File: src/usb_dump_pkg.sv
`default_nettype none

package usb_dump_pkg;

    // widths that carry a meaning
    typedef logic [7:0]  byte_t;       // ascii character or buffer data byte
    typedef logic [9:0]  buf_addr_t;   // byte address, 1024 bytes
    typedef logic [12:0] bit_addr_t;   // [12:3] byte, [2:0] bit, msb first
    typedef logic [6:0]  rom_addr_t;   // text rom address
    typedef logic [11:0] page_num_t;   // relative page number
    typedef logic [4:0]  count_t;      // title, entry and line counters

    typedef struct packed {
        logic  valid;
        byte_t data;
    } dump_char_t;

    localparam byte_t line_end_char = 8'h0D;   // carriage return
    localparam byte_t space_char    = 8'h20;

    localparam int unsigned bytes_per_line = 16;
    localparam int unsigned boot_lines     = 30;
    localparam int unsigned user_lines     = 8;
    localparam int unsigned page_digits    = 3;   // 12-bit page, three hex digits

    // title strings, first character in the top byte
    localparam int unsigned boot_title_len  = 20;
    localparam int unsigned boot_title_base = 'h10;
    localparam logic [8*boot_title_len-1:0] boot_title = "BOOTLOADER PAGE DUMP";

    localparam int unsigned user_title_len  = 10;
    localparam int unsigned user_title_base = 'h50;
    localparam logic [8*user_title_len-1:0] user_title = "USER PAGE ";

    typedef enum logic [3:0] {
        ds_idle,       // wait for a dump request
        ds_title,      // walk the title string
        ds_rom_wait,   // rom address settles
        ds_rom_load,   // take rom data as next character
        ds_send,       // hold character until the writer takes it
        ds_page,       // page number digits, user dump only
        ds_head_end,   // line end after the heading
        ds_line,       // start of a data line
        ds_entry,      // one byte entry or end of line
        ds_hex_hi,     // high nibble lookup
        ds_hex_lo,     // low nibble lookup
        ds_space,      // separator after each byte
        ds_close,      // closing line end
        ds_release     // wait until both requests are released
    } dump_state_t;

endpackage

`default_nettype wire

File: src/text_rom.sv
`timescale 1ns/1ps
`default_nettype none

module text_rom (
    input  wire logic                    MCLK,
    input  wire usb_dump_pkg::rom_addr_t addr,
    output usb_dump_pkg::byte_t          data
);

    // contents: hex digits at 0..15, the two titles at their bases, spaces elsewhere
    function automatic usb_dump_pkg::byte_t rom_byte(input usb_dump_pkg::rom_addr_t a);
        usb_dump_pkg::byte_t c;
        int unsigned         idx;
        c   = usb_dump_pkg::space_char;
        idx = 0;
        if (a < 7'd10) begin
            c = 8'h30 + 8'(a);   // '0'..'9'
        end else if (a < 7'd16) begin
            c = 8'h41 + 8'(a) - 8'd10;   // 'A'..'F'
        end else if (a >= usb_dump_pkg::boot_title_base &&
                     a < usb_dump_pkg::boot_title_base + usb_dump_pkg::boot_title_len) begin
            idx = a - usb_dump_pkg::boot_title_base;
            c   = usb_dump_pkg::boot_title[8*(usb_dump_pkg::boot_title_len-1-idx) +: 8];
        end else if (a >= usb_dump_pkg::user_title_base &&
                     a < usb_dump_pkg::user_title_base + usb_dump_pkg::user_title_len) begin
            idx = a - usb_dump_pkg::user_title_base;
            c   = usb_dump_pkg::user_title[8*(usb_dump_pkg::user_title_len-1-idx) +: 8];
        end
        return c;
    endfunction

    always_ff @(posedge MCLK) begin
        data <= rom_byte(addr);   // registered, one cycle latency
    end

endmodule

`default_nettype wire

File: config.mk
export PLATFORM = sky130hd
export DESIGN_NAME = text_rom
export DESIGN_NICKNAME = d
export VERILOG_FILES = /design/src/usb_dump_pkg.sv /design/src/text_rom.sv
export SDC_FILE = /design/constraint.sdc
export NUM_CORES = 1
export LEC_CHECK = 0
export BUFFER_PORTS_ARGS = -buffer_cell sky130_fd_sc_hd__clkbuf_2
export CORE_ASPECT_RATIO = 1.4
export CORE_MARGIN = 5
export CORE_UTILIZATION = 53
export DETAILED_ROUTE_END_ITERATION = 10
export GPL_TIMING_DRIVEN = 0
export PLACE_DENSITY = 0.88
export SYNTH_ARGS = -nofsm -noshare
export SYNTH_HDL_FRONTEND = slang
export SYNTH_SLANG_ARGS = --single-unit
File: constraint.sdc
create_clock -name MCLK -period 2.1 [get_ports MCLK]
set_clock_uncertainty 0.05 [all_clocks]
set_input_delay 0.105 -clock MCLK [delete_from_list [all_inputs] [get_ports MCLK]]
set_output_delay 0.105 -clock MCLK [all_outputs]
set_load 0.01 [all_outputs]
# [Word-level counts from Yosys, hierarchy flattened]
# Cells that the tools add are included.
# Widths: inputs -> output; s select.
[word_totals] register_bits=8 latchBits=0 mem_bits_rw=0 mem_bits_ro=0 inputBits=8 output_inout_bits=8 elab_cells=22 memories=0
[op_classes] n_addsub=7 multipliers=0 div=0 order_cmp=6 eq_ne=0 shift=2 muxes=4 bitwise=0 reduce_logical=2
[ops] operator="$shiftx 160x33->8 const A" count=1
[ops] operator="$shiftx 80x33->8 const A" count=1
[ops] operator="$mux 8" count=4
[ops] operator="$sub 5x8->9 const A" count=1
[ops] operator="$sub 6x8->9 const A" count=1
[ops] operator="$add 6x7->8 const A" count=1
[ops] operator="$add 7x7->8 const A" count=1
[ops] operator="$sub 7x5->8 const B" count=1
[ops] operator="$sub 7x7->8 const B" count=1
[ops] operator="$sub 8x4->8 const B" count=1
[ops] operator="$ge 7x5->1 const B" count=1
[ops] operator="$ge 7x7->1 const B" count=1
[ops] operator="$lt 7x4->1 const B" count=1
[ops] operator="$lt 7x5->1 const B" count=1
[ops] operator="$lt 7x6->1 const B" count=1
[ops] operator="$lt 7x7->1 const B" count=1
[ops] operator="$logic_and 1x1->1" count=2

# [Logic depth before layout (Yosys ltp)]
[depth] word_depth=7 mapped_depth=10 ltp_nobuf=9

# [Worst setup path before layout]
# OpenSTA, ideal clock, no wires.
[synth_timing] path_type="input port to flip-flop" start="in addr[2]" end="reg data[2]" setup_ns=0.122 arrival_time_ns=2.063 required_ns=1.928 slack_ns=-0.135 stages=9 n_path_buf=2 path_cell_list="clkbuf_1 > inv_1 > ha_1 > clkbuf_1 > xnor2_1 > nor3_1 > o31a_1 > and3_1 > o32a_1"
[synth_between] elab_chain_cells=7 word_cells_on_any_way=21 classes_between="7 x add/sub; 6 x order compare; 2 x shift; 4 x mux; 2 x reduce/logical"
[synth_rtl] item="from (decl)" line_no="text_rom.sv:6" source="input wire usb_dump_pkg::rom_addr_t addr,"
[synth_rtl] item="$sub 7x7->8" line_no="text_rom.sv:26" source="idx = a - usb_dump_pkg::user_title_base;"
[synth_rtl] item="$sub 5x8->9" line_no="text_rom.sv:27" source="c = usb_dump_pkg::user_title[8*(usb_dump_pkg::user_title_len-1-idx) +: 8];"
[synth_rtl] item="$shiftx 80x33->8" line_no="text_rom.sv:27"
[synth_rtl] item="$mux 8" line_no="text_rom.sv:24" source="end else if (a >= usb_dump_pkg::user_title_base &&"
[synth_rtl] item="$mux 8" line_no="text_rom.sv:20" source="end else if (a >= usb_dump_pkg::boot_title_base &&"
[synth_rtl] item="$mux 8" line_no="text_rom.sv:18" source="end else if (a < 7'd16) begin"
[synth_rtl] item="$mux 8 (*)" line_no="text_rom.sv:16" source="if (a < 7'd10) begin"
[synth_rtl] item="to (signal assigned)" line_no="text_rom.sv:33" source="data <= rom_byte(addr);"
[synth_rtl] item="to (decl)" line_no="text_rom.sv:7" source="output usb_dump_pkg::byte_t data"
# Every way passes the cells marked *; elsewhere a longest branch is shown, timed or not.

# [Worst setup path after layout]
# Ends and elaborated chain as after synthesis.

==> impl_metrics.ini <==
[outcome]
outcome = finished, final reports clean

[detailed_routing]
via_count = 1515
post_drt_wl_per_cell_um = 16.0
drtIter0Drc = 61
drtPass1Iterations = 4
drt_wl_total_um = 3840
ant_nets = 0
drc_errors = 0
vias_per_cell = 6.31

[floorplanning]
pin_count = 16
rows = 21
dieArea_um2 = 3630
coreArea_um2 = 2390
die_h_um = 69.3
die_w_um = 52.3
initial_core_util_pct = 55.6

[sta]
hold_violations = 0
slew_headroom_pct = 68.1
finalMaxSlewViolations = 0
period_minus_slack_ns = 2.03
timing.final.crit_share_pct = 96.8
setup_viol = 0
fin_tns_setup_ns = 0
fmax_ghz = 0.492
worstMarginPinSlew_ns = 0.478
timing.final.ws_setup_ns = 0.0670

[setup_path]
crit_buf_inv = 5
crit_fanout = 10
slowest_stage = a221o_1
crit_top_cell = buf_4
crit_path_cell_trace = clkbuf_4 > buf_8 > clkinvlp_4 > buf_4 > ha_4 > nand3_2 > a221o_1 > o211a_1 > buf_4 > o311a_1 > o32a_1
critPathArrivalTime_ns = 2.11
cp_top_family = compound AO/OA/AOI/OAI gates
critical_path.startpoint_type = input port
endpoint_kind = register
required_ns = 2.18
critical_path_class = input port to register
cp_slowest_stage_delay_ns = 0.38

[pwr]
leakage_uw = 0.000657
p_per_area_nw_per_um2 = 382
ir_worst_vdd_mv = 0.200

[cells_and_area]
reg_top3 = data x8
regMostFlops = data
fin_nets = 228
largest_register_ffs = 8
drive_above_1_share_pct = 25.2
final_cells = 240
fillers = 190
antennaDiodeCount = 0
syn_to_final_growth_pct = 20.7

[clocking]
cts_tree = done
ctsLongestPathBuffers = 2
cts_hold_buf = 0
root_buffer = clkbuf_4
cts-htree-levels = 1
path_clk_slew_ns = 0.05
cts_inserted_buffers = 3
cts.sinks = 8

[synth]
synthTopCellsByCount = 16 x a21oi_1, 16 x nand2_1, 12 x ha_1, 12 x nor2_1, 10 x clkbuf_1
synth_top_area_share_pct = 12.0
synth_cell_types = 50
yosys.area.top_type = dfxtp_1
yosys-top-cells-area = dfxtp_1 12%, ha_1 11%, a21oi_1 6.0%
synthCells = 187
synth.net_count = 207
synth-main-ff-cell = dfxtp_1
syn_area_um2 = 1330
synth_warnings = 0
synthArstFlopShare_pct = 0
synth_edf_count = 0
synth_seq_cells = 8
syn_area_per_cell_um2 = 7.11
synth_seq_area_share_pct = 12.0

[grt]
overflow = 0
grt_pass1_wl_um = 6090
antenna_found_initial = 0
grt_pass1_vias = 1379
grt_max_degree = 11
track_usage_pct = 20.8

[min_path]
hold_class = input port to register
hp-start = addr[6]
hold_path_depth = 4
holdPathEnd = data[7]

[place]
place_ws_ns = -0.625
dp_cells = 235
dpl.hpwl_um = 2710
routabilityCongestion = 0.949
port-buffer-count = 14

[flow_run]
cap_viol_max_count = 0
how the worst max path moves through the flow:
stage                       start       to  slack (ns)  cells after the start
after global placement    addr[4]  data[0]       -0.62                      9
final                     addr[2]  data[2]        0.07                     11
after floorplan           addr[2]  data[2]        0.06                      9
after detailed placement  addr[4]  data[0]       -0.63                      9
after global routing      addr[5]  data[0]       -0.03                      9
after CTS                 addr[2]  data[0]      -0.002                     10
report_power, final:
group / total [µW] / internal, µW / switching (µW) / leakage, µW
logic: 336 / 137 / 199 / 0.000577
clock network: 108 / 64.8 / 43.3 / 0.0000138
registers: 169 / 166 / 2.99 / 0.0000663
cell families after synthesis:
family	after synthesis	share of synthesized area, %
AND/OR/NAND/NOR	69	28.3
AO/OA/AOI/OAI	61	32.6
buffers and inverters	25	7.62
adder cells (fa/ha/maj)	12	11.3
XOR/XNOR	10	6.58
flip-flops	8	12.0
multiplexers	2	1.51
metrics by stage:
stage / util (%) / area, µm² / total power (µW) / hold slack [ns]
detailed placement: 60.9 / 1460 / 463 / 0.443
CTS: 62.5 / 1500 / 580 / 0.306
global placement: 60.9 / 1460 / 458 / 0.441
finish: 67.1 / 1610 / 613 / 0.267
global route: 67.1 / 1610 / 648 / 0.295
floorplan: - / 1340 / 390 / 0.293
metal layers:
layer  GRT usage, %  wire length [µm]  part of all wire (%)  vias to the layer above
met5              0                 0                     0                        -
li1               -                 -                     -                      729
met3           1.29               243                   6.3                       13
met4           9.94               129                   3.4                        0
met2           34.1              1880                    49                       78
met1           26.6              1590                    41                      695
cell usage in the layout (no fill, tap or decap), drive strengths merged, types with 2 or more instances in the layout:
cell type	instances
a211oi	3
a21o	2
a21oi	16
a311oi	3
a31oi	5
and2	2
and3	3
buf	11
clkbuf	23
clkinvlp	2
dfxtp	8
ha	12
inv	8
mux2i	2
nand2	16
nand2b	6
nand3	5
nand4	3
nor2	12
nor2b	7
nor3	5
nor4b	2
o2111ai	3
o211ai	5
o21ai	9
o22ai	4
or3	2
xnor2	6
xor2	4
area by class of cell:
type	instances	area (µm²)	share of cell area (%)
repair buffers	19	110	6.86
plain buffers	12	71.3	4.44
flip-flops and latches	8	160	9.98
well taps	34	42.5	2.65
inverters	10	47.5	2.96
multi-input cells	154	1150	71.7
clock buffers	3	22.5	1.40
timing repair:
| action | CTS | global route |
|---|---|---|
| setup buffers | 0 | 5 |
| setup endpoints to repair | 7 | 7 |
| pin swaps | 1 | 2 |
| gates resized for setup | 8 | 26 |
(Power assumes the default switching activity.)
