## config.mk

```make
export PLATFORM = sky130hd
export DESIGN_NAME = dump_sequencer
export DESIGN_NICKNAME = d
export VERILOG_FILES = /design/src/usb_dump_pkg.sv /design/src/dump_sequencer.sv
export SDC_FILE = /design/constraint.sdc
export NUM_CORES = 1
export LEC_CHECK = 0
export BUFFER_PORTS_ARGS = -buffer_cell sky130_fd_sc_hd__buf_2
export CAP_MARGIN = 20
export CORE_AREA = 5 5 73 92
export DETAILED_ROUTE_END_ITERATION = 10
export DIE_AREA = 0 0 78 97
export PLACE_DENSITY = 0.87
export SLEW_MARGIN = 40
export SYNTH_ARGS = -nofsm -noshare
export SYNTH_HDL_FRONTEND = slang
export SYNTH_SLANG_ARGS = --single-unit
```

## constraint.sdc

```tcl
create_clock -name MCLK -period 3.91 [get_ports MCLK]
set_clock_uncertainty 0.1 [all_clocks]
set_input_delay 0.1955 -clock MCLK [delete_from_list [all_inputs] [get_ports MCLK]]
set_output_delay 0.1955 -clock MCLK [all_outputs]
set_load 0.02 [all_outputs]
```

## src/usb_dump_pkg.sv

```systemverilog
`default_nettype none

package usb_dump_pkg;

    // widths that carry a meaning
    typedef logic [7:0]  byte_t;       // ascii character or buffer data byte
    typedef logic [9:0]  buf_addr_t;   // byte address, 1024 bytes
    typedef logic [12:0] bit_addr_t;   // [12:3] byte, [2:0] bit, msb first
    typedef logic [6:0]  rom_addr_t;   // text rom address
    typedef logic [11:0] page_num_t;   // relative page number
    typedef logic [4:0]  count_t;      // title, entry and line counters

    typedef struct packed {
        logic  valid;
        byte_t data;
    } dump_char_t;

    localparam byte_t line_end_char = 8'h0D;   // carriage return
    localparam byte_t space_char    = 8'h20;

    localparam int unsigned bytes_per_line = 16;
    localparam int unsigned boot_lines     = 30;
    localparam int unsigned user_lines     = 8;
    localparam int unsigned page_digits    = 3;   // 12-bit page, three hex digits

    // title strings, first character in the top byte
    localparam int unsigned boot_title_len  = 20;
    localparam int unsigned boot_title_base = 'h10;
    localparam logic [8*boot_title_len-1:0] boot_title = "BOOTLOADER PAGE DUMP";

    localparam int unsigned user_title_len  = 10;
    localparam int unsigned user_title_base = 'h50;
    localparam logic [8*user_title_len-1:0] user_title = "USER PAGE ";

    typedef enum logic [3:0] {
        ds_idle,       // wait for a dump request
        ds_title,      // walk the title string
        ds_rom_wait,   // rom address settles
        ds_rom_load,   // take rom data as next character
        ds_send,       // hold character until the writer takes it
        ds_page,       // page number digits, user dump only
        ds_head_end,   // line end after the heading
        ds_line,       // start of a data line
        ds_entry,      // one byte entry or end of line
        ds_hex_hi,     // high nibble lookup
        ds_hex_lo,     // low nibble lookup
        ds_space,      // separator after each byte
        ds_close,      // closing line end
        ds_release     // wait until both requests are released
    } dump_state_t;

endpackage

`default_nettype wire

```

## src/dump_sequencer.sv

```systemverilog
`timescale 1ns/1ps
`default_nettype none

module dump_sequencer (
    input  wire logic                    MCLK,
    input  wire logic                    arst_n,
    input  wire logic                    send_boot_n,
    input  wire logic                    send_user_n,
    input  wire usb_dump_pkg::page_num_t rel_page,
    output usb_dump_pkg::rom_addr_t      rom_addr,
    input  wire usb_dump_pkg::byte_t     rom_data,
    output usb_dump_pkg::buf_addr_t      rd_addr,
    input  wire usb_dump_pkg::byte_t     rd_data,
    output usb_dump_pkg::dump_char_t     char_out,
    input  wire logic                    char_ready,
    output logic                         busy
);

    usb_dump_pkg::dump_state_t state;
    usb_dump_pkg::dump_state_t ret_state;   // where ds_send goes after the transfer
    logic                      user_mode;
    usb_dump_pkg::count_t      cnt;         // title chars, page digits or entries left
    usb_dump_pkg::count_t      line_cnt;    // data lines left
    usb_dump_pkg::rom_addr_t   rom_ptr;
    usb_dump_pkg::buf_addr_t   byte_addr;
    usb_dump_pkg::page_num_t   page_q;      // page number, shifted one digit per lookup
    usb_dump_pkg::dump_char_t  char_q;
    logic                      released;    // both requests high

    assign released = send_boot_n & send_user_n;
    assign rom_addr = rom_ptr;
    assign rd_addr  = byte_addr;
    assign char_out = char_q;
    assign busy     = (state != usb_dump_pkg::ds_idle) && (state != usb_dump_pkg::ds_release);

    always_ff @(posedge MCLK or negedge arst_n) begin
        if (!arst_n) begin
            state     <= usb_dump_pkg::ds_idle;
            ret_state <= usb_dump_pkg::ds_idle;
            user_mode <= 1'b0;
            cnt       <= '0;
            line_cnt  <= '0;
            rom_ptr   <= '0;
            byte_addr <= '0;
            char_q    <= '0;
        end else begin
            unique case (state)
                usb_dump_pkg::ds_idle: begin
                    if (!send_boot_n || !send_user_n) begin
                        user_mode <= send_boot_n;   // boot wins when both are low
                        if (!send_boot_n) begin
                            rom_ptr <= usb_dump_pkg::rom_addr_t'(usb_dump_pkg::boot_title_base);
                            cnt     <= usb_dump_pkg::count_t'(usb_dump_pkg::boot_title_len);
                        end else begin
                            rom_ptr <= usb_dump_pkg::rom_addr_t'(usb_dump_pkg::user_title_base);
                            cnt     <= usb_dump_pkg::count_t'(usb_dump_pkg::user_title_len);
                        end
                        state <= usb_dump_pkg::ds_title;
                    end
                end
                usb_dump_pkg::ds_title: begin
                    if (cnt == '0) begin
                        if (user_mode) begin
                            cnt   <= usb_dump_pkg::count_t'(usb_dump_pkg::page_digits);
                            state <= usb_dump_pkg::ds_page;
                        end else begin
                            state <= usb_dump_pkg::ds_head_end;
                        end
                    end else begin
                        cnt       <= cnt - 1'b1;
                        ret_state <= usb_dump_pkg::ds_title;
                        state     <= usb_dump_pkg::ds_rom_wait;   // rom_ptr already on the char
                    end
                end
                usb_dump_pkg::ds_page: begin
                    if (cnt == '0) begin
                        state <= usb_dump_pkg::ds_head_end;
                    end else begin
                        rom_ptr   <= usb_dump_pkg::rom_addr_t'(page_q[11:8]);   // digit char
                        cnt       <= cnt - 1'b1;
                        ret_state <= usb_dump_pkg::ds_page;
                        state     <= usb_dump_pkg::ds_rom_wait;
                    end
                end
                usb_dump_pkg::ds_rom_wait: begin
                    state <= usb_dump_pkg::ds_rom_load;
                end
                usb_dump_pkg::ds_rom_load: begin
                    char_q  <= '{valid: 1'b1, data: rom_data};
                    rom_ptr <= rom_ptr + 7'd1;   // next title char
                    state   <= usb_dump_pkg::ds_send;
                end
                usb_dump_pkg::ds_send: begin
                    if (released) begin
                        char_q.valid <= 1'b0;   // dump aborted
                        state        <= usb_dump_pkg::ds_idle;
                    end else if (char_ready) begin
                        char_q.valid <= 1'b0;
                        state        <= ret_state;
                    end
                end
                usb_dump_pkg::ds_head_end: begin
                    char_q    <= '{valid: 1'b1, data: usb_dump_pkg::line_end_char};
                    line_cnt  <= user_mode ? usb_dump_pkg::count_t'(usb_dump_pkg::user_lines)
                                           : usb_dump_pkg::count_t'(usb_dump_pkg::boot_lines);
                    byte_addr <= '0;
                    ret_state <= usb_dump_pkg::ds_line;
                    state     <= usb_dump_pkg::ds_send;
                end
                usb_dump_pkg::ds_line: begin
                    if (line_cnt == '0) begin
                        state <= usb_dump_pkg::ds_close;
                    end else begin
                        cnt   <= usb_dump_pkg::count_t'(usb_dump_pkg::bytes_per_line);
                        state <= usb_dump_pkg::ds_entry;
                    end
                end
                usb_dump_pkg::ds_entry: begin
                    if (cnt == '0) begin
                        line_cnt  <= line_cnt - 1'b1;
                        char_q    <= '{valid: 1'b1, data: usb_dump_pkg::line_end_char};
                        ret_state <= usb_dump_pkg::ds_line;
                        state     <= usb_dump_pkg::ds_send;
                    end else begin
                        state <= usb_dump_pkg::ds_hex_hi;   // rd_data settled on byte_addr
                    end
                end
                usb_dump_pkg::ds_hex_hi: begin
                    rom_ptr   <= usb_dump_pkg::rom_addr_t'(rd_data[7:4]);
                    ret_state <= usb_dump_pkg::ds_hex_lo;
                    state     <= usb_dump_pkg::ds_rom_wait;
                end
                usb_dump_pkg::ds_hex_lo: begin
                    rom_ptr   <= usb_dump_pkg::rom_addr_t'(rd_data[3:0]);
                    byte_addr <= byte_addr + 10'd1;   // read ahead for the next entry
                    ret_state <= usb_dump_pkg::ds_space;
                    state     <= usb_dump_pkg::ds_rom_wait;
                end
                usb_dump_pkg::ds_space: begin
                    char_q    <= '{valid: 1'b1, data: usb_dump_pkg::space_char};
                    cnt       <= cnt - 1'b1;
                    ret_state <= usb_dump_pkg::ds_entry;
                    state     <= usb_dump_pkg::ds_send;
                end
                usb_dump_pkg::ds_close: begin
                    char_q    <= '{valid: 1'b1, data: usb_dump_pkg::line_end_char};
                    ret_state <= usb_dump_pkg::ds_release;
                    state     <= usb_dump_pkg::ds_send;
                end
                usb_dump_pkg::ds_release: begin
                    if (released) begin
                        state <= usb_dump_pkg::ds_idle;
                    end
                end
                default: begin
                    state <= usb_dump_pkg::ds_idle;
                end
            endcase
        end
    end

    // page number is captured while idle and shifted as digits are looked up
    always_ff @(posedge MCLK) begin
        if (state == usb_dump_pkg::ds_idle) begin
            page_q <= rel_page;
        end else if (state == usb_dump_pkg::ds_page && cnt != '0) begin
            page_q <= page_q << 4;
        end
    end

endmodule

`default_nettype wire

```

Word level (Yosys, flattened, before mapping)

Index checks and enable logic that the tools add are counted.

Flip-flop bits (word level): 57
Output and inout port bits: 27

Add/sub/neg operators: 4
Equal/unequal tests: 22
Mux-type cells: 36
Bitwise gates (word level): 1
Reduce and logical (&&, ||, !) cells: 29

Operators by type and width:

| cell                                              | number |
|---|---|
| 2-to-1 mux 5 bit                                  | 8 |
| one-hot mux 4 bit (10 select lines)               | 1 |
| 2-to-1 mux 4 bit                                  | 9 |
| one-hot mux 7 bit (5 select lines)                | 1 |
| one-hot mux 4 bit (8 select lines)                | 1 |
| one-hot mux 8 bit (4 select lines)                | 1 |
| one-hot mux 5 bit (5 select lines)                | 1 |
| == test 4 bit (second input constant)             | 6 |
| 2-to-1 mux 12 bit                                 | 2 |
| 2-to-1 mux 7 bit                                  | 3 |
| one-hot mux 10 bit (2 select lines)               | 1 |
| == test 4 x 3 -> 1 bit (second input constant)    | 4 |
| nonzero test 5 bit                                | 3 |
| inequality test 2 bit (second input constant)     | 6 |
| adder 10 x 1 -> 10 bit (second input constant)    | 1 |
| zero test 5 bit                                   | 2 |
| one-hot mux 5 bit (2 select lines)                | 1 |
| subtractor 5 x 1 -> 5 bit (second input constant) | 2 |
| 2-to-1 mux 9 bit                                  | 1 |
| AND reduction 3 bit                               | 3 |
| == test 4 x 2 -> 1 bit (second input constant)    | 2 |
| nonzero test 4 bit                                | 2 |
| nonzero test 8 bit                                | 1 |
| adder 7 x 1 -> 7 bit (second input constant)      | 1 |
| 19 further kinds                                  | 29 |

Logic depth before layout (Yosys ltp)

Depth in word-level cells: 4
Gate-level depth with buffers: 8
Mapped depth without buffers: 7

Worst setup path after synthesis

OpenSTA, ideal clock, no wires.

Path type: register -> register
Start: register state[2]
End: register page_q[0] (enable)
Data arrival time: 2.183 ns
Slack: 1.226 ns
Cell stages (with the launch flop): 6
Buffers on the path: 3
Period minus slack after synthesis: 2.684 ns
Cell sequence: dfrtp_1 > buf_2 > clkbuf_1 > buf_1 > nand2_1 > a211oi_1

Longest elaborated chain between the ends: 3

Ends and longest elaborated chain:

| element                                 | RTL line              | RTL |
|---|---|---|
| from (decl)                             | dump_sequencer.sv:19  | `usb_dump_pkg::dump_state_t state;` |
| from (signal assigned)                  | dump_sequencer.sv:38  | `state <= usb_dump_pkg::ds_idle;` |
| from (signal assigned)                  | dump_sequencer.sv:58  | `state <= usb_dump_pkg::ds_title;` |
| from (signal assigned)                  | dump_sequencer.sv:65  | `state <= usb_dump_pkg::ds_page;` |
| == test 4 x 3 -> 1 bit                  | dump_sequencer.sv:166 | `end else if (state == usb_dump_pkg::ds_page && cnt != '0) begin` |
| logical AND 1 bit                       | dump_sequencer.sv:166 |  |
| nonzero test 2 bit (no source line) (*) | --                    |  |
| to (signal assigned)                    | dump_sequencer.sv:165 | `page_q <= rel_page;` |
| to (signal assigned)                    | dump_sequencer.sv:167 | `page_q <= page_q << 4;` |
| to (decl)                               | dump_sequencer.sv:26  | `usb_dump_pkg::page_num_t page_q;` |

Every way passes the cells marked *; elsewhere a longest branch is shown, timed or not.
A chain may end at the register's enable or synchronous reset.

Final worst setup path

Start: register state[1]
End: register cnt[2]

Longest elaborated chain between the ends: 3

Ends and longest elaborated chain:

| element                                                        | RTL line             | RTL |
|---|---|---|
| == test 4 x 1 -> 1 bit (tied with other cells)                 | dump_sequencer.sv:47 | `unique case (state)` |
| inequality test 3 bit (no source line) (tied with other cells) | --                   |  |
| AND reduction 5 bit (no source line)                           | --                   |  |
| to (signal assigned)                                           | dump_sequencer.sv:53 | `cnt <= usb_dump_pkg::count_t'(usb_dump_pkg::boot_title_len);` |
| to (signal assigned)                                           | dump_sequencer.sv:56 | `cnt <= usb_dump_pkg::count_t'(usb_dump_pkg::user_title_len);` |
| to (signal assigned)                                           | dump_sequencer.sv:64 | `cnt <= usb_dump_pkg::count_t'(usb_dump_pkg::page_digits);` |
| to (decl)                                                      | dump_sequencer.sv:22 | `usb_dump_pkg::count_t cnt;` |

Parallel ways exist; a longest one is shown, timed or not.

==> flow_metrics.env <==
export IMPL_end_kind="flip-flop"
export IMPL_stdcell_area_um2=3900
export IMPL_synthTopCellsByArea="dfrtp_1, edfxtp_1, nand2_1, o21ai_0, a21oi_1"
export IMPL_netlist_area_um2=3350
export IMPL_leakage_nw=1.79
export IMPL_synth_edf_count=12
export IMPL_timing_setup_tns_ns=0
export IMPL_p_int_mw=1.77
export IMPL_worstSetupStartpointType="flip-flop"
export IMPL_reg2reg_from="state[1]"
export IMPL_grt_use_total_pct=23.1
export IMPL_setup_viol=0
export IMPL_clk_latency_ns=0.34
export IMPL_hp_start="rom_data[4]"
export IMPL_cts_clk_slew_worst_paths_ns=0.06
export IMPL_p_total_mw=3.21
export IMPL_drtIter0Drc=416
export IMPL_relSlewSlack_pct=53.2
export IMPL_antenna_cells=0
export IMPL_p_seq_share_pct=35.8
export IMPL_final_min_clock_period_ns=2.84
export IMPL_synth_most_common_cell="nand2_1"
export IMPL_ctsHtreeMaxLevel=3
export IMPL_area_growth_pct=16.4
export IMPL_drc_errors=0
export IMPL_drtPass1Iterations=5
export IMPL_rr_endpoint="cnt[2]"
export IMPL_chipHeight_um=97
export IMPL_wl_per_cell_um=16.2
export IMPL_reg2reg_slack_ns=1.07
export IMPL_pin_count=60
export IMPL_final_antenna_net_count=0
export IMPL_rr_worst_depth=5
export IMPL_num_fill_cells=432
export IMPL_routabilityCongestion=0.989
export IMPL_synth_seq_cells=57
export IMPL_wirelength_um=8430
export IMPL_status="completed"
export IMPL_clkPwrFrac_pct=15.1
export IMPL_netlist_cell_type_count=55
export IMPL_cp_required_ns=4.03
export IMPL_gr_total_overflow=0
export IMPL_grt_pass1_vias=3053
export IMPL_worst_setup_path_type="reg2reg"
export IMPL_final_setup_worst_slack_ns=1.07
export IMPL_cts_path_max_buffers=2
export IMPL_synth_top_area_share_pct=33.6
export IMPL_via_count=3232
export IMPL_maxCapViolCount=0
export IMPL_antenna_found_initial=0
export IMPL_tightestPinTransition_ns=0.702
export IMPL_die_area_um2=7570
export IMPL_hold_ws_ns=0.00833
export IMPL_post_cts_buffers=0
export IMPL_dpl_cell_area_um2=3700
export IMPL_multi_input_area_um2=1740
export IMPL_cts_sinks=57
export IMPL_synth_cells=390
export IMPL_seq_area_um2=1490
export IMPL_post_place_ws_ns=1.13
export IMPL_die_w_um=78
export IMPL_drive_gt1_share_pct=20.7
export IMPL_place_hpwl_um=6120
export IMPL_initial_core_util_pct=58.7
export IMPL_rows=31
export IMPL_final_hold_viol_count=0
export IMPL_worstPathArrival_ns=2.96
export IMPL_holdPathStages=3
export IMPL_synth_warnings=0
export IMPL_cts_buffers=9
export IMPL_yosysTopAreaCell="dfrtp_1"
export IMPL_pwr_density_cell_nw_per_um2=824
export IMPL_grt_pass1_wl_um=14300
export IMPL_hold_end="char_out[4]"
export IMPL_portBuffers=59
export IMPL_fin_nets=486
export IMPL_ys_seq_area_share_pct=44.4
export IMPL_avgSynthCellArea_um2=8.59
export IMPL_fmax_ghz=0.352
export IMPL_core_area_um2=5700
export IMPL_post_route_period_util_pct=72.7
export IMPL_maxSlewViolCount=0
export IMPL_switchingPower_mw=1.44
export IMPL_vdd_ir_drop_max_v=0.000433
export IMPL_grt_max_degree=46
export IMPL_async_flop_share_pct=78.9
export IMPL_sw_frac_of_total_pct=44.9
export IMPL_synth_common_cells="nand2_1, dfrtp_1, o21ai_0, a21oi_1, nor2_1"
export IMPL_hold_path_class="in2reg"
export IMPL_synth_flop_cell="dfrtp_1"
export IMPL_cts_root_buffer="clkbuf_8"
export IMPL_rsz0062_at_grt="false"
export IMPL_pwr_share_comb_pct=49.1
export IMPL_cts_tree="built"
export IMPL_viasPerCell=6.22
export IMPL_synth_fp_nets=427
export IMPL_cp_max_fo=25
==> state kept, by name (all words and copies together), names as in the netlist <==
signal / cells
cnt: 5
rom_addr: 7
rd_addr: 10
user_mode: 1
ret_state: 4
page_q: 12
char_out: 9
state: 4
line_cnt: 5
==> placed cells by master, fill, tap and decap left out, types with 11 or more instances in the layout <==
| master | netlist | routed |
|---|---|---|
| nor2_1 | 24 | 24 |
| clkbuf_8 | 0 | 11 |
| edfxtp_1 | 12 | 12 |
| nor3_1 | 13 | 13 |
| a21oi_1 | 26 | 26 |
| dfrtp_1 | 45 | 45 |
| o21ai_0 | 42 | 42 |
| buf_2 | 4 | 58 |
| nand2_1 | 74 | 74 |
==> routing by layer <==
metal	GRT usage [%]	wire, um	part of all wire [%]	up-vias
met5	0	0	0	-
met4	12.4	283	3.4	0
met3	5.30	731	8.7	39
met2	36.5	4110	49	167
met1	29.2	3300	39	1501
li1	-	-	-	1525
==> layout make-up <==
| class | instances | share of cell area [%] |
|---|---|---|
| multi-input cells | 302 | 44.6 |
| repair buffers | 69 | 9.70 |
| well taps | 66 | 2.12 |
| flip-flops and latches | 57 | 38.1 |
| inverters | 10 | 0.963 |
| clock inverters | 3 | 0.385 |
| clock buffers | 13 | 4.08 |
==> worst max path at each step <==
stage | endpoint | start | cells past startpoint | slack (ns)
after floorplan | page_q[0] | state[2] | 5 | 1.23
after global placement | cnt[1] | state[1] | 5 | 1.21
after detailed placement | cnt[2] | state[1] | 5 | 1.13
after CTS | cnt[2] | state[1] | 5 | 1.12
after global routing | cnt[2] | state[1] | 5 | 0.95
final | cnt[2] | state[1] | 5 | 1.07
==> through the flow <==
stage          utilization, %  std cells
2_1_floorplan               -        390
3_3_place_gp             64.8        502
3_5_place_dp             64.9        502
4_1_cts                  68.3        520
5_1_grt                  68.4        520
6_report                 68.4        520
==> logic make-up after synthesis <==
family                     synth area share, %
and+or+nand+nor                           25.3
AOI/OAI and AO/OA                         20.5
DFF                                       44.4
buffers and inverters                     3.85
muxes                                     3.14
xor gates and xnor gates                  1.31
adders and majority gates                 1.49
==> worst max-delay path, cell delays in order (launching register included) <==
cell	delay (ns)
dfrtp_1	0.62
or2_1	0.46
or3_1	0.52
and4_1	0.25
a211oi_4	0.38
mux2_2	0.39
==> power groups by stage <==
stage                     Combinational [mW]  Sequential, mW  Clock, mW
after CTS                               1.55            1.14      0.498
after global placement                  1.48            1.14          0
after floorplan                         1.12            1.14          0
after detailed placement                1.54            1.15          0
after global routing                    1.73            1.18      0.525
final                                   1.58            1.15      0.486
==> timing repair <==
item                                   in CTS  in global routing
gates resized for setup                     0                  0
endpoints found under the hold margin      46                  0
hold buffers                                2                  0
Power figures use the tool's default switching activity.
