### src/usb_dump_pkg.sv
`default_nettype none

package usb_dump_pkg;

    // widths that carry a meaning
    typedef logic [7:0]  byte_t;       // ascii character or buffer data byte
    typedef logic [9:0]  buf_addr_t;   // byte address, 1024 bytes
    typedef logic [12:0] bit_addr_t;   // [12:3] byte, [2:0] bit, msb first
    typedef logic [6:0]  rom_addr_t;   // text rom address
    typedef logic [11:0] page_num_t;   // relative page number
    typedef logic [4:0]  count_t;      // title, entry and line counters

    typedef struct packed {
        logic  valid;
        byte_t data;
    } dump_char_t;

    localparam byte_t line_end_char = 8'h0D;   // carriage return
    localparam byte_t space_char    = 8'h20;

    localparam int unsigned bytes_per_line = 16;
    localparam int unsigned boot_lines     = 30;
    localparam int unsigned user_lines     = 8;
    localparam int unsigned page_digits    = 3;   // 12-bit page, three hex digits

    // title strings, first character in the top byte
    localparam int unsigned boot_title_len  = 20;
    localparam int unsigned boot_title_base = 'h10;
    localparam logic [8*boot_title_len-1:0] boot_title = "BOOTLOADER PAGE DUMP";

    localparam int unsigned user_title_len  = 10;
    localparam int unsigned user_title_base = 'h50;
    localparam logic [8*user_title_len-1:0] user_title = "USER PAGE ";

    typedef enum logic [3:0] {
        ds_idle,       // wait for a dump request
        ds_title,      // walk the title string
        ds_rom_wait,   // rom address settles
        ds_rom_load,   // take rom data as next character
        ds_send,       // hold character until the writer takes it
        ds_page,       // page number digits, user dump only
        ds_head_end,   // line end after the heading
        ds_line,       // start of a data line
        ds_entry,      // one byte entry or end of line
        ds_hex_hi,     // high nibble lookup
        ds_hex_lo,     // low nibble lookup
        ds_space,      // separator after each byte
        ds_close,      // closing line end
        ds_release     // wait until both requests are released
    } dump_state_t;

endpackage

`default_nettype wire

### src/ft_fifo_pkg.sv
`default_nettype none

package ft_fifo_pkg;

    // FT245 write side pins
    typedef struct packed {
        usb_dump_pkg::byte_t data;
        logic                wr_n;
    } ft_wr_t;

    localparam int unsigned wr_low_cycles = 2;   // wr_n low time in MCLK cycles

    typedef logic [1:0] wr_cnt_t;   // counts the wr_n low cycles

    typedef enum logic [1:0] {
        tx_idle,     // ready for the next character
        tx_wait,     // character held, wait for txe_n low
        tx_strobe,   // wr_n low
        tx_gap       // wr_n back high, one cycle before ready
    } fifo_tx_state_t;

endpackage

`default_nettype wire

### src/fifo_writer.sv
`timescale 1ns/1ps
`default_nettype none

module fifo_writer (
    input  wire logic                     MCLK,
    input  wire logic                     arst_n,
    input  wire usb_dump_pkg::dump_char_t char_in,
    output logic                          char_ready,
    input  wire logic                     abort,
    input  wire logic                     txe_n,
    output ft_fifo_pkg::ft_wr_t           ft_out
);

    ft_fifo_pkg::fifo_tx_state_t state;
    ft_fifo_pkg::wr_cnt_t        wr_cnt;

    assign char_ready = (state == ft_fifo_pkg::tx_idle);

    always_ff @(posedge MCLK or negedge arst_n) begin
        if (!arst_n) begin
            state  <= ft_fifo_pkg::tx_idle;
            wr_cnt <= '0;
            ft_out <= '{data: 8'h00, wr_n: 1'b1};
        end else begin
            unique case (state)
                ft_fifo_pkg::tx_idle: begin
                    if (char_in.valid) begin
                        ft_out.data <= char_in.data;   // accepted char held on the pins
                        state       <= ft_fifo_pkg::tx_wait;
                    end
                end
                ft_fifo_pkg::tx_wait: begin
                    if (abort) begin
                        state <= ft_fifo_pkg::tx_idle;   // drop it, no strobe
                    end else if (!txe_n) begin
                        ft_out.wr_n <= 1'b0;
                        wr_cnt      <= '0;
                        state       <= ft_fifo_pkg::tx_strobe;
                    end
                end
                ft_fifo_pkg::tx_strobe: begin
                    if (wr_cnt == ft_fifo_pkg::wr_cnt_t'(ft_fifo_pkg::wr_low_cycles - 1)) begin
                        ft_out.wr_n <= 1'b1;   // rising edge writes the byte
                        state       <= ft_fifo_pkg::tx_gap;
                    end else begin
                        wr_cnt <= wr_cnt + 2'd1;
                    end
                end
                ft_fifo_pkg::tx_gap: begin
                    state <= ft_fifo_pkg::tx_idle;
                end
                default: begin
                    state <= ft_fifo_pkg::tx_idle;
                end
            endcase
        end
    end

endmodule

`default_nettype wire

### config.mk
export PLATFORM = sky130hd
export DESIGN_NAME = fifo_writer
export DESIGN_NICKNAME = d
export VERILOG_FILES = /design/src/usb_dump_pkg.sv /design/src/ft_fifo_pkg.sv /design/src/fifo_writer.sv
export SDC_FILE = /design/constraint.sdc
export NUM_CORES = 1
export LEC_CHECK = 0
export ABC_AREA = 1
export BUFFER_PORTS_ARGS = -buffer_cell sky130_fd_sc_hd__clkbuf_2
export CAP_MARGIN = 20
export CORE_MARGIN = 10
export CORE_UTILIZATION = 44
export DETAILED_ROUTE_END_ITERATION = 12
export PLACE_DENSITY = 0.74
export REMOVE_ABC_BUFFERS = 1
export SYNTH_ARGS = -nofsm -noshare
export SYNTH_HDL_FRONTEND = slang
export SYNTH_SLANG_ARGS = --single-unit
### constraint.sdc
create_clock -name MCLK -period 1.3 [get_ports MCLK]
set_input_delay 0.195 -clock MCLK [delete_from_list [all_inputs] [get_ports MCLK]]
set_output_delay 0.195 -clock MCLK [all_outputs]
set_load 0.01 [all_outputs]
Yosys cells after proc, flatten, opt, wreduce, memory -nomap -nowiden

Index checks and enable logic that the tools add are counted.

Output and inout bits: 10
Register bits after elaboration: 13

Mux-type cells: 13
Reduce and logical (&&, ||, !) cells: 6
Add/sub/neg operators: 1
Eq/ne operators: 10

Operators with widths:

| cell                | count |
|---|---|
| $mux 2              | 7 |
| $ne 2x2->1 const B  | 5 |
| $pmux 2 s4          | 1 |
| $reduce_and 4->1    | 2 |
| $eq 2x1->1 const B  | 2 |
| $eq 2x2->1 const B  | 2 |
| $pmux 2 s2          | 1 |
| $mux 1              | 3 |
| $ne 3x3->1 const B  | 1 |
| $reduce_and 3->1    | 1 |
| $add 2x1->2 const B | 1 |
| $logic_not 2->1     | 1 |
| $pmux 1 s2          | 1 |
| $reduce_and 2->1    | 1 |
| $reduce_bool 2->1   | 1 |

Longest topological paths before layout

Gate-level depths: netlist of the first run.

Depth in word-level cells: 3
Mapped depth: 6
Mapped depth without buffers: 6

Worst setup path after synthesis of the first run

Ideal clock, no wire load.

Path kind: register -> register
Start: register wr_cnt[0]
End: register wr_cnt[1]
Setup slack: 0.302 ns
Period minus slack after synthesis: 0.998 ns
Cell stages (with the launch flop): 6
Buffers on the path: 0
Arrival time: 0.933 ns
Cell sequence: dfrtp_1 ha_1 inv_1 nand2_2 or2_0 nand2_1

Cells in the longest elaborated chain, start to end: 3

Ends and longest elaborated chain:

| what                                           | RTL line                             | text |
|---|---|---|
| from (decl)                                    | fifo_writer.sv:15                    | `ft_fifo_pkg::wr_cnt_t wr_cnt;` |
| from (signal assigned)                         | fifo_writer.sv:46                    | `wr_cnt <= wr_cnt + 2'd1;` |
| $add 2x1->2 or $eq 2x1->1 (tied branches)      | fifo_writer.sv:46, fifo_writer.sv:42 |  |
| $mux 2 or $ne 2x2->1 (tied branches)           | n/a                                  |  |
| $pmux 2 s2 or $reduce_and 4->1 (tied branches) | n/a                                  |  |

Several ways; a longest one is shown, not always the timed one. The select of a mux whose other input is x is not followed.
A chain may end at the register's enable or synchronous reset.

==> results.txt, run 1 <==
* Clk sink count: 13
- The detail route stage leaves a number of antenna-violating nets equal to 0.
* Number of core rows: 12
- Post-detailed-placement half-perimeter wirelength: 1080 um
- After synthesis, flip-flops and latches occupy 56.9% of the total area.
- Total core area: 1170 sq um
- The max-slew violation count was 0.
* Clock tree root driver cell: sky130_fd_sc_hd__clkbuf_4
- For this design the ratio of total power to cell area is 2330 nW/um^2.
* Clock latency of the later-clocked register in the worst-skew pair: 0.27 ns
- At the worst endpoint, the required time is 1.11 ns.
- Tcrit/Tclk final: around 96%
* Average size of a mapped cell: 8.57 sq um
- The congestion estimate from routability-driven global placement came to 0.696.
- Simple-gate portion of the synthesized area: between 30 and 40%
- Max-cap violations: 0
* Number of global-route vias before repair: 493
* Routed len/inst: 12.9 um
- Of the cells placed in the final design, the portion with a size suffix greater than 1 is 34.4%.
* Data arrival at the endpoint of the critical path: 1.05 ns
- Number of H-tree levels: 1
- Startpoint kind of the worst setup timing path: flop
* Detailed-router iteration count before antenna repair: 4
* Synthesized instance count: 67
* Die Outline Area: 3150 sq um
- For this run, the share of the core covered by cells in the final layout is 64.4%.
- Synth cell types: 14
- The analysis attributes to cell leakage a power of between 0.4 and 0.5 nW.
* Netlist area before placement: 574 sq um
- From bottom edge to top edge, the die measures between 50 and 60 um.
- Final design area excluding fillers: 754 sq um
- Number of storage elements in the synthesis netlist: 13
- After synthesis, the largest family of logic cells by area is simple AND/OR/NAND/NOR gates.
- Subtracting the final worst setup slack from the clock period gives 1.24 ns.
* Area Growth Syn to Fin: 31.4%
- GRT overflow: 0
- Final hold slack: 0.155 ns
- Fill cells in the final layout number 100.
* Worst hold path type: primary input to flop
* Final hold violation count: 0
- Number of buffers inserted by port buffering: 22
- TritonCTS built the clock tree.
* Global-route wire length before repair: 2160 um
* Register cell area after layout: 327 sq um
- The worst pin sits at a relative slew slack of 77.8%.
* Total wire length: about 1400 um
- In this run, the number of DRC markers left after iteration 0 of detailed routing was 20.
- Horiz. Die Dim: 56.1 um
- Result of the run: finished clean
* CTS buffer count: 3
- Maximum fanout count along the critical path: 2
* Warnings, synthesis: 0
* Maximum number of pins on one net before global-route repair: 14
- Total cell area at the placement stage: 693 sq um
- Post-CTS clock slew at the launch and capture registers of the worst setup and hold paths: around 0.080 ns
* Number of primary I/O pins: 23
- Post-Synth Adder-Cell Area: 2.18%
- For the pin with the worst max-slew slack, the measured transition is 0.332 ns.
- Global routing consumed, over all layers together, under 10% of the routing resources.
- Crit end category: output port
- Setup-failing EPs final: 0
- For the final database, setup skew stands at 0.00316 ns.
- Fmax: 804 MHz
* RSZ-0062 raised after global routing: no
- Of the post-synthesis cell area, the part taken by muxes is 0%.
* Initial antenna violation count: 0
* Combined area of the multi-input logic cells: slightly above 200 sq um
* Number of vias per cell: between 4 and 5
* Max Buffers Root-to-Sink: 2
- Crit Path Category: flop to output port
* Xor and xnor area share after synthesis: 0%
* Compound-gate portion of the synthesized area: 1.74%
* Total inserted antenna cells: 0
- After detailed routing, the number of remaining DRC violations is 0.
- Vias: ~510
- Worst VDD drop: roughly 1.1 mV
- Once the floorplan was initialized, standard cells occupied 49.0% of the core.
* # nets final: 111
- Setup total negative slack on the finished layout was measured at 0 ns.
cell usage in the layout, fill, tap and decap left out:
cell	Yosys	layout
sky130_fd_sc_hd__nor2_1	2	1
sky130_fd_sc_hd__dlygate4sd3_1	0	1
sky130_fd_sc_hd__dfrtp_1	12	12
sky130_fd_sc_hd__nor2_2	1	2
sky130_fd_sc_hd__nand2_2	1	1
sky130_fd_sc_hd__inv_1	8	8
sky130_fd_sc_hd__buf_4	0	4
sky130_fd_sc_hd__or2_0	2	2
sky130_fd_sc_hd__dfstp_2	1	1
sky130_fd_sc_hd__ha_1	1	1
sky130_fd_sc_hd__a21oi_1	1	1
sky130_fd_sc_hd__nand2_1	23	23
sky130_fd_sc_hd__clkbuf_1	0	1
sky130_fd_sc_hd__clkbuf_2	0	22
sky130_fd_sc_hd__clkbuf_4	0	3
sky130_fd_sc_hd__nand3_1	12	12
sky130_fd_sc_hd__o21ai_0	1	1
where the power goes:
group | internal, W | switching [W] | leakage [nW]
Combinational | 0.000345 | 0.000469 | 0.268
Sequential | 0.000597 | 0.000101 | 0.161
Clock | 0.000119 | 0.000127 | 0.0150
Total | 0.00106 | 0.000698 | 0.444
routing by layer:
metal | wire length, um | track usage (%) | vias to the layer above
li1 | - | - | 267
met2 | 744 | 14.6 | 12
met4 | 9 | 3.07 | 0
met1 | 534 | 8.35 | 230
met3 | 126 | 4.10 | 2
met5 | 0 | 0 | -
kinds of logic after synthesis:
| logic type | count (synthesis) |
|---|---|
| simple gates | 41 |
| fa+ha+maj | 1 |
| buf+inv | 10 |
| compound gates | 2 |
| flops | 13 |
synth_stat cells, drive strengths merged:
cell type,instances,area share (%)
nor2,3,2.4
ha,1,2.2
o21ai,1,0.87
nand3,12,10
buf,2,2.8
nand2,24,16
or2,2,2.2
a21oi,1,0.87
dfrtp,12,52
inv,8,5.2
dfstp,1,4.6
stage by stage:
step | instances | worst slack [ns] | total power [W]
floorplan | 65 | -0.102 | 0.00111
global placement | 102 | 0.265 | 0.00140
detailed placement | 102 | 0.223 | 0.00144
CTS | 109 | 0.0364 | 0.00174
global route | 110 | 0.0140 | 0.00191
finish | 110 | 0.0563 | 0.00176
worst paths after layout:
check / start / end / slack [ns] / cells after the start
setup / recovery: flop / char_ready / 0.06 / 3
hold / removal: char_in[4] / ft_out[5] / 0.16 / 3
setup reg to reg: state[0] / wr_cnt[1] / 0.19 / 5
hold reg to reg: ft_out[3] / ft_out[3] / 0.48 / 2
max in group asynchronous: arst_n / ft_out[0] / 0.66 / 2
min in group asynchronous: arst_n / wr_cnt[1] / 0.35 / 2
registers in the layout, indices dropped and copies added (netlist names), named ones only:
register  count
ft_out        9
state         1
wr_cnt        2
worst max-delay path, stage by stage, from the launching register on:
cell	delay (ns)
sky130_fd_sc_hd__dfrtp_1	0.40
sky130_fd_sc_hd__nor2_2	0.13
sky130_fd_sc_hd__buf_4	0.13
sky130_fd_sc_hd__clkbuf_2	0.12
repair_timing:
action                                  CTS  global route
endpoints found under the setup margin    1             1
resized for setup                         0             1
setup buffers                             2             1
hold buffers                              1             0
pin swaps                                 0             1
hold endpoints to repair                 12             0
cloned                                    0             0
layout make-up:
| class | instances | area share, % |
|---|---|---|
| Sequential cell | 13 | 43.3 |
| Clock buffer | 4 | 3.48 |
| Timing Repair Buffer | 27 | 19.9 |
| Multi-Input combinational cell | 44 | 27.0 |
| Tap cell | 14 | 2.32 |
| Inverter | 8 | 3.98 |
Note: power is estimated with default switching activity, not from simulation.
==> run 2, diff against run 1 <==
ABC_AREA = default   (was 1)
BUFFER_PORTS_ARGS = default   (was -buffer_cell sky130_fd_sc_hd__clkbuf_2)
CORE_AREA = 10 10 47 49   (was default)
CORE_MARGIN = default   (was 10)
CORE_UTILIZATION = default   (was 44)
CTS_BUF_LIST = sky130_fd_sc_hd__clkbuf_4   (was default)
DIE_AREA = 0 0 57 59   (was default)
DONT_BUFFER_PORTS = 1   (was default)
PLACE_DENSITY = default   (was 0.74)
==> run 2 against run 1 <==
  * The run now ends with negative setup slack left
  * Synthesized cell count shrank 42%
  * Highest routed layer unchanged
  * Clock-buffer cell count is the same
  * Critical path type is now flop to flop
  * Worst hold slack lost 0.13 ns
  * Utilization shrank 11 points
  * Worst setup slack lost 0.079 ns
  * Largest cell class unchanged
  * Critical endpoint is now ft_out[0]
==> results.txt, run 2 <==
- The flow ran to the end, but the final reports show violations.
- Combined area of the multi-input logic cells: 246 sq um (+21%)
- Number of primary I/O pins: 23 (unchanged)
- The first-pass GRT wire length came to 2040 um (-5.4%).
* CTS tree: built
- Yosys attributes the largest share of cell area to sky130_fd_sc_hd__dfrtp_1, sky130_fd_sc_hd__mux2_2, sky130_fd_sc_hd__dfstp_2.
- Crit end category: flop
* Portion of synthesized cell area occupied by the leading cell type: 55.4% (+3.1 points)
- Post-detailed-placement half-perimeter wirelength: 1010 um (-5.9%)
* Initial antenna violation count: 0 (unchanged)
* Layout cells sized above 1: 61.8% (+27 points)
* Worst Setup Slack, final: -0.0229 ns (-0.0792 ns)
- Number of global-route vias before repair: 425 (-14%)
* Max-slew violation count: 0 (unchanged)
* Flip-flop count of the largest register, all copies and words added: 9 (unchanged)
- The number of buffers inserted by hold repair at cts came to 1 (unchanged).
- Primary flip-flop cell chosen by synthesis mapping: sky130_fd_sc_hd__dfrtp_1
- The total number of vias came to 386 (-24%).
- Gp weighted congestion: 0.702 (+0.91%)
* Capturing point of the worst reg2reg path: ft_out[0]
* CTS buffer count: 3 (unchanged)
- For hold timing, the worst endpoint is state[0].
* Number of H-tree levels: 1 (unchanged)
* Skew final: 0.00286 ns (-0.000298 ns)
- The die area is 3360 sq um (+6.8%).
- Area Growth Syn to Fin: 37.6%
- Critical Path Max Stage Delay: 0.50 ns (+0.10 ns)
* Leakage power: 0.351 nW (-21%)
* Maximum number of pins on one net before global-route repair: 14 (unchanged)
- Hold wc startpoint: abort
- The cell depth of the worst min-delay path was 1 (-2).
- The number of synthesis warnings is 0 (unchanged).
* Largest registers in the final layout: ft_out (9), wr_cnt (2), state (1)
- Slowest library cell on the worst path: sky130_fd_sc_hd__or4b_4
- The number of violations reported at the end of detailed-routing iteration 0 is 6 (-70%).
- Worst Path Buf+Inv: 1 (-1)
- RSZ-0062 raised after global routing: yes
* Average size of a mapped cell: 13.9 sq um (+62%)
* Share of the yosys chip area belonging to registers: 60.3% (+3.4 points)
* Clk sink count: 13 (unchanged)
- The achievable frequency came to 756 MHz (-6.0%).
- Normalized max-slew margin: 61.0% (-17 points)
* # nets final: 70 (-37%)
- Synthesized instance count: 39 (-42%)
- The share of flip-flops with an asynchronous set or reset after synthesis is 100% (unchanged).
- The tree is rooted in a sky130_fd_sc_hd__clkbuf_4.
- Clock period minus final worst setup slack: 1.32 ns (+0.0792 ns)
* Total inserted antenna cells: 0 (unchanged)
- Startpoint kind of the worst setup timing path: flop
- The antenna violation net count after detailed routing came to 0 (unchanged).
- The checks that failed: negative setup slack.
- Register-to-register path setup slack: -0.02 ns (-0.21 ns)
* GRT Total Usage: 7.93% (-0.47 points)
- The clock-pin slew reported for the worst setup and hold paths after clock tree synthesis is 0.08 ns (about the same).
* Number of buffers inserted by port buffering: 0 (-100%)
- The final setup violation count came to 2 (+2).
- The worst hold slack was 0.0300 ns (-0.125 ns).
- The synthesized area was 542 sq um (-5.7%).
* Number of cells on the worst reg-to-reg path: 3 (-2)
- The sum of internal, switching and leakage power was 0.00195 W (+11%).
* Number of vias per cell: 5.44 (+17%)
- Power per unit of standard cell area: 2610 nW/um^2 (+12%)
- Aggregate negative setup slack: -0.0363 ns (-0.0363 ns)
* Logic depth of the worst setup path including buffers: 3 (unchanged)
- Clock latency of the later-clocked register in the worst-skew pair: 0.27 ns (about the same)
* Final hold violation count: 0 (unchanged)
* Yosys top cell by area: sky130_fd_sc_hd__dfrtp_1
- Maximum fanout count along the critical path: 4 (+2)
- Slew at the pin closest to its max-slew limit: 0.584 ns (+0.251 ns)
- The height of the chip is 59 um (+5.1%).
- GRT overflow: 0 (unchanged)
- The die span in x is 57 um (+1.6%).
- The register bit total from synthesis came to 13 (unchanged).
- Broken down by cell family, the worst path's largest delay share belongs to simple AND/OR/NAND/NOR gates.
- Routed len/inst: 20.2 um (+57%)
- In the post-synthesis netlist, the cell with the most instances is sky130_fd_sc_hd__dfrtp_1.
- The core area was 1400 sq um (+20%).
* Tcrit/Tclk final: 102% (+6.1 points)
- Register cell area after layout: 327 sq um (unchanged)
- Data arrival at the endpoint of the critical path: 1.52 ns (+0.47 ns)
- The total iterations of the first detailed-routing run is 4 (unchanged).
- The worst vdd rail ir drop came to 1.13 mV (-1.1%).
- The max-capacitance violation count is 0 (unchanged).
- The deepest clock path buffer count came to 2 (unchanged).
- In the layout the commonest cells are sky130_fd_sc_hd__dfrtp_1, sky130_fd_sc_hd__buf_4, sky130_fd_sc_hd__mux2_4.
- Top cells by instance count after synthesis: sky130_fd_sc_hd__dfrtp_1, sky130_fd_sc_hd__mux2_2, sky130_fd_sc_hd__inv_1, sky130_fd_sc_hd__o21ai_0, sky130_fd_sc_hd__nand3_1
- The data required time of the critical path is 1.50 ns (+0.39 ns).
* Detailed-route DRC error count: 0 (unchanged)
- The worst setup path is of the flop to flop kind.
- The total wirelength of the detailed-routed design came to 1430 um (+1.3%).
- Reg-to-Reg Start: state[0]
* Register ranked first by flip-flop count: ft_out
- Number of flops mapped to enable cells by yosys: 0 (unchanged)
- The final-layout fill cell count came to 128 (+28%).
- Number of core rows: 14 (+2)
- Synth cell types: 16 (+2)
- Effective utilization at floorplan: 38.7% (-10 points)
* Worst hold path type: primary input to flop
* Sequence of cells on the critical path: buf_6, or4b_4, a32o_1
- Leading cell type in the layout, fill and taps excluded: sky130_fd_sc_hd__dfrtp_1
run 2: per-stage QoR:
step           cell area [sq um]  worst slack, ns  instances  utilization (%)
2_1_floorplan                531           -0.121         38                -
3_3_place_gp                 596           0.0450         60             42.5
3_5_place_dp                 596          -0.0260         60             42.5
4_1_cts                      651         -0.00697         66             46.4
5_1_grt                      746          -0.0322         71             53.2
6_report                     746          -0.0229         71             53.2
run 2: worst max path at each step:
stage / slack [ns] / start / end
after floorplan: -0.12 / flop / ft_out[1]
after global placement: 0.05 / wr_cnt[0] / wr_cnt[0]
after detailed placement: -0.03 / wr_cnt[0] / wr_cnt[1]
after CTS: -0.007 / flop / ft_out[3]
after global routing: -0.03 / state[0] / ft_out[0]
final: -0.02 / state[0] / ft_out[0]
run 2: repair_timing:
item	CTS	global route
setup buffers	1	5
pin swaps	0	8
hold endpoints to repair	13	1
gates resized for setup	3	18
setup endpoints to repair	10	11
run 2: logic make-up after synthesis:
group	Yosys count	synth area share, %
DFF	13	60.3
and+or+nand+nor	7	8.54
adders and majority gates	1	2.31
buffers and inverters	4	4.16
AOI/OAI and AO/OA	5	6.24
muxes	9	18.5
run 2: power by group:
group	switching, W	internal, W
registers	0.000222	0.000612
clock network	0.000122	0.000140
logic	0.000300	0.000550
total	0.000644	0.00130
run 2: cell type report:
class,count,area share [%]
inverter,3,1.51
sequential,13,43.8
clock buffer,4,4.03
multi-input combinational,22,33.1
tap,16,2.68
timing repair buffer,13,14.9
run 2: metal layers:
layer	wire [um]	part of all wire [%]	GRT usage, %
met1	483	34	6.42
met3	215	15	6.65
met2	692	48	12.9
met5	0	0	0
met4	43	3.0	5.03
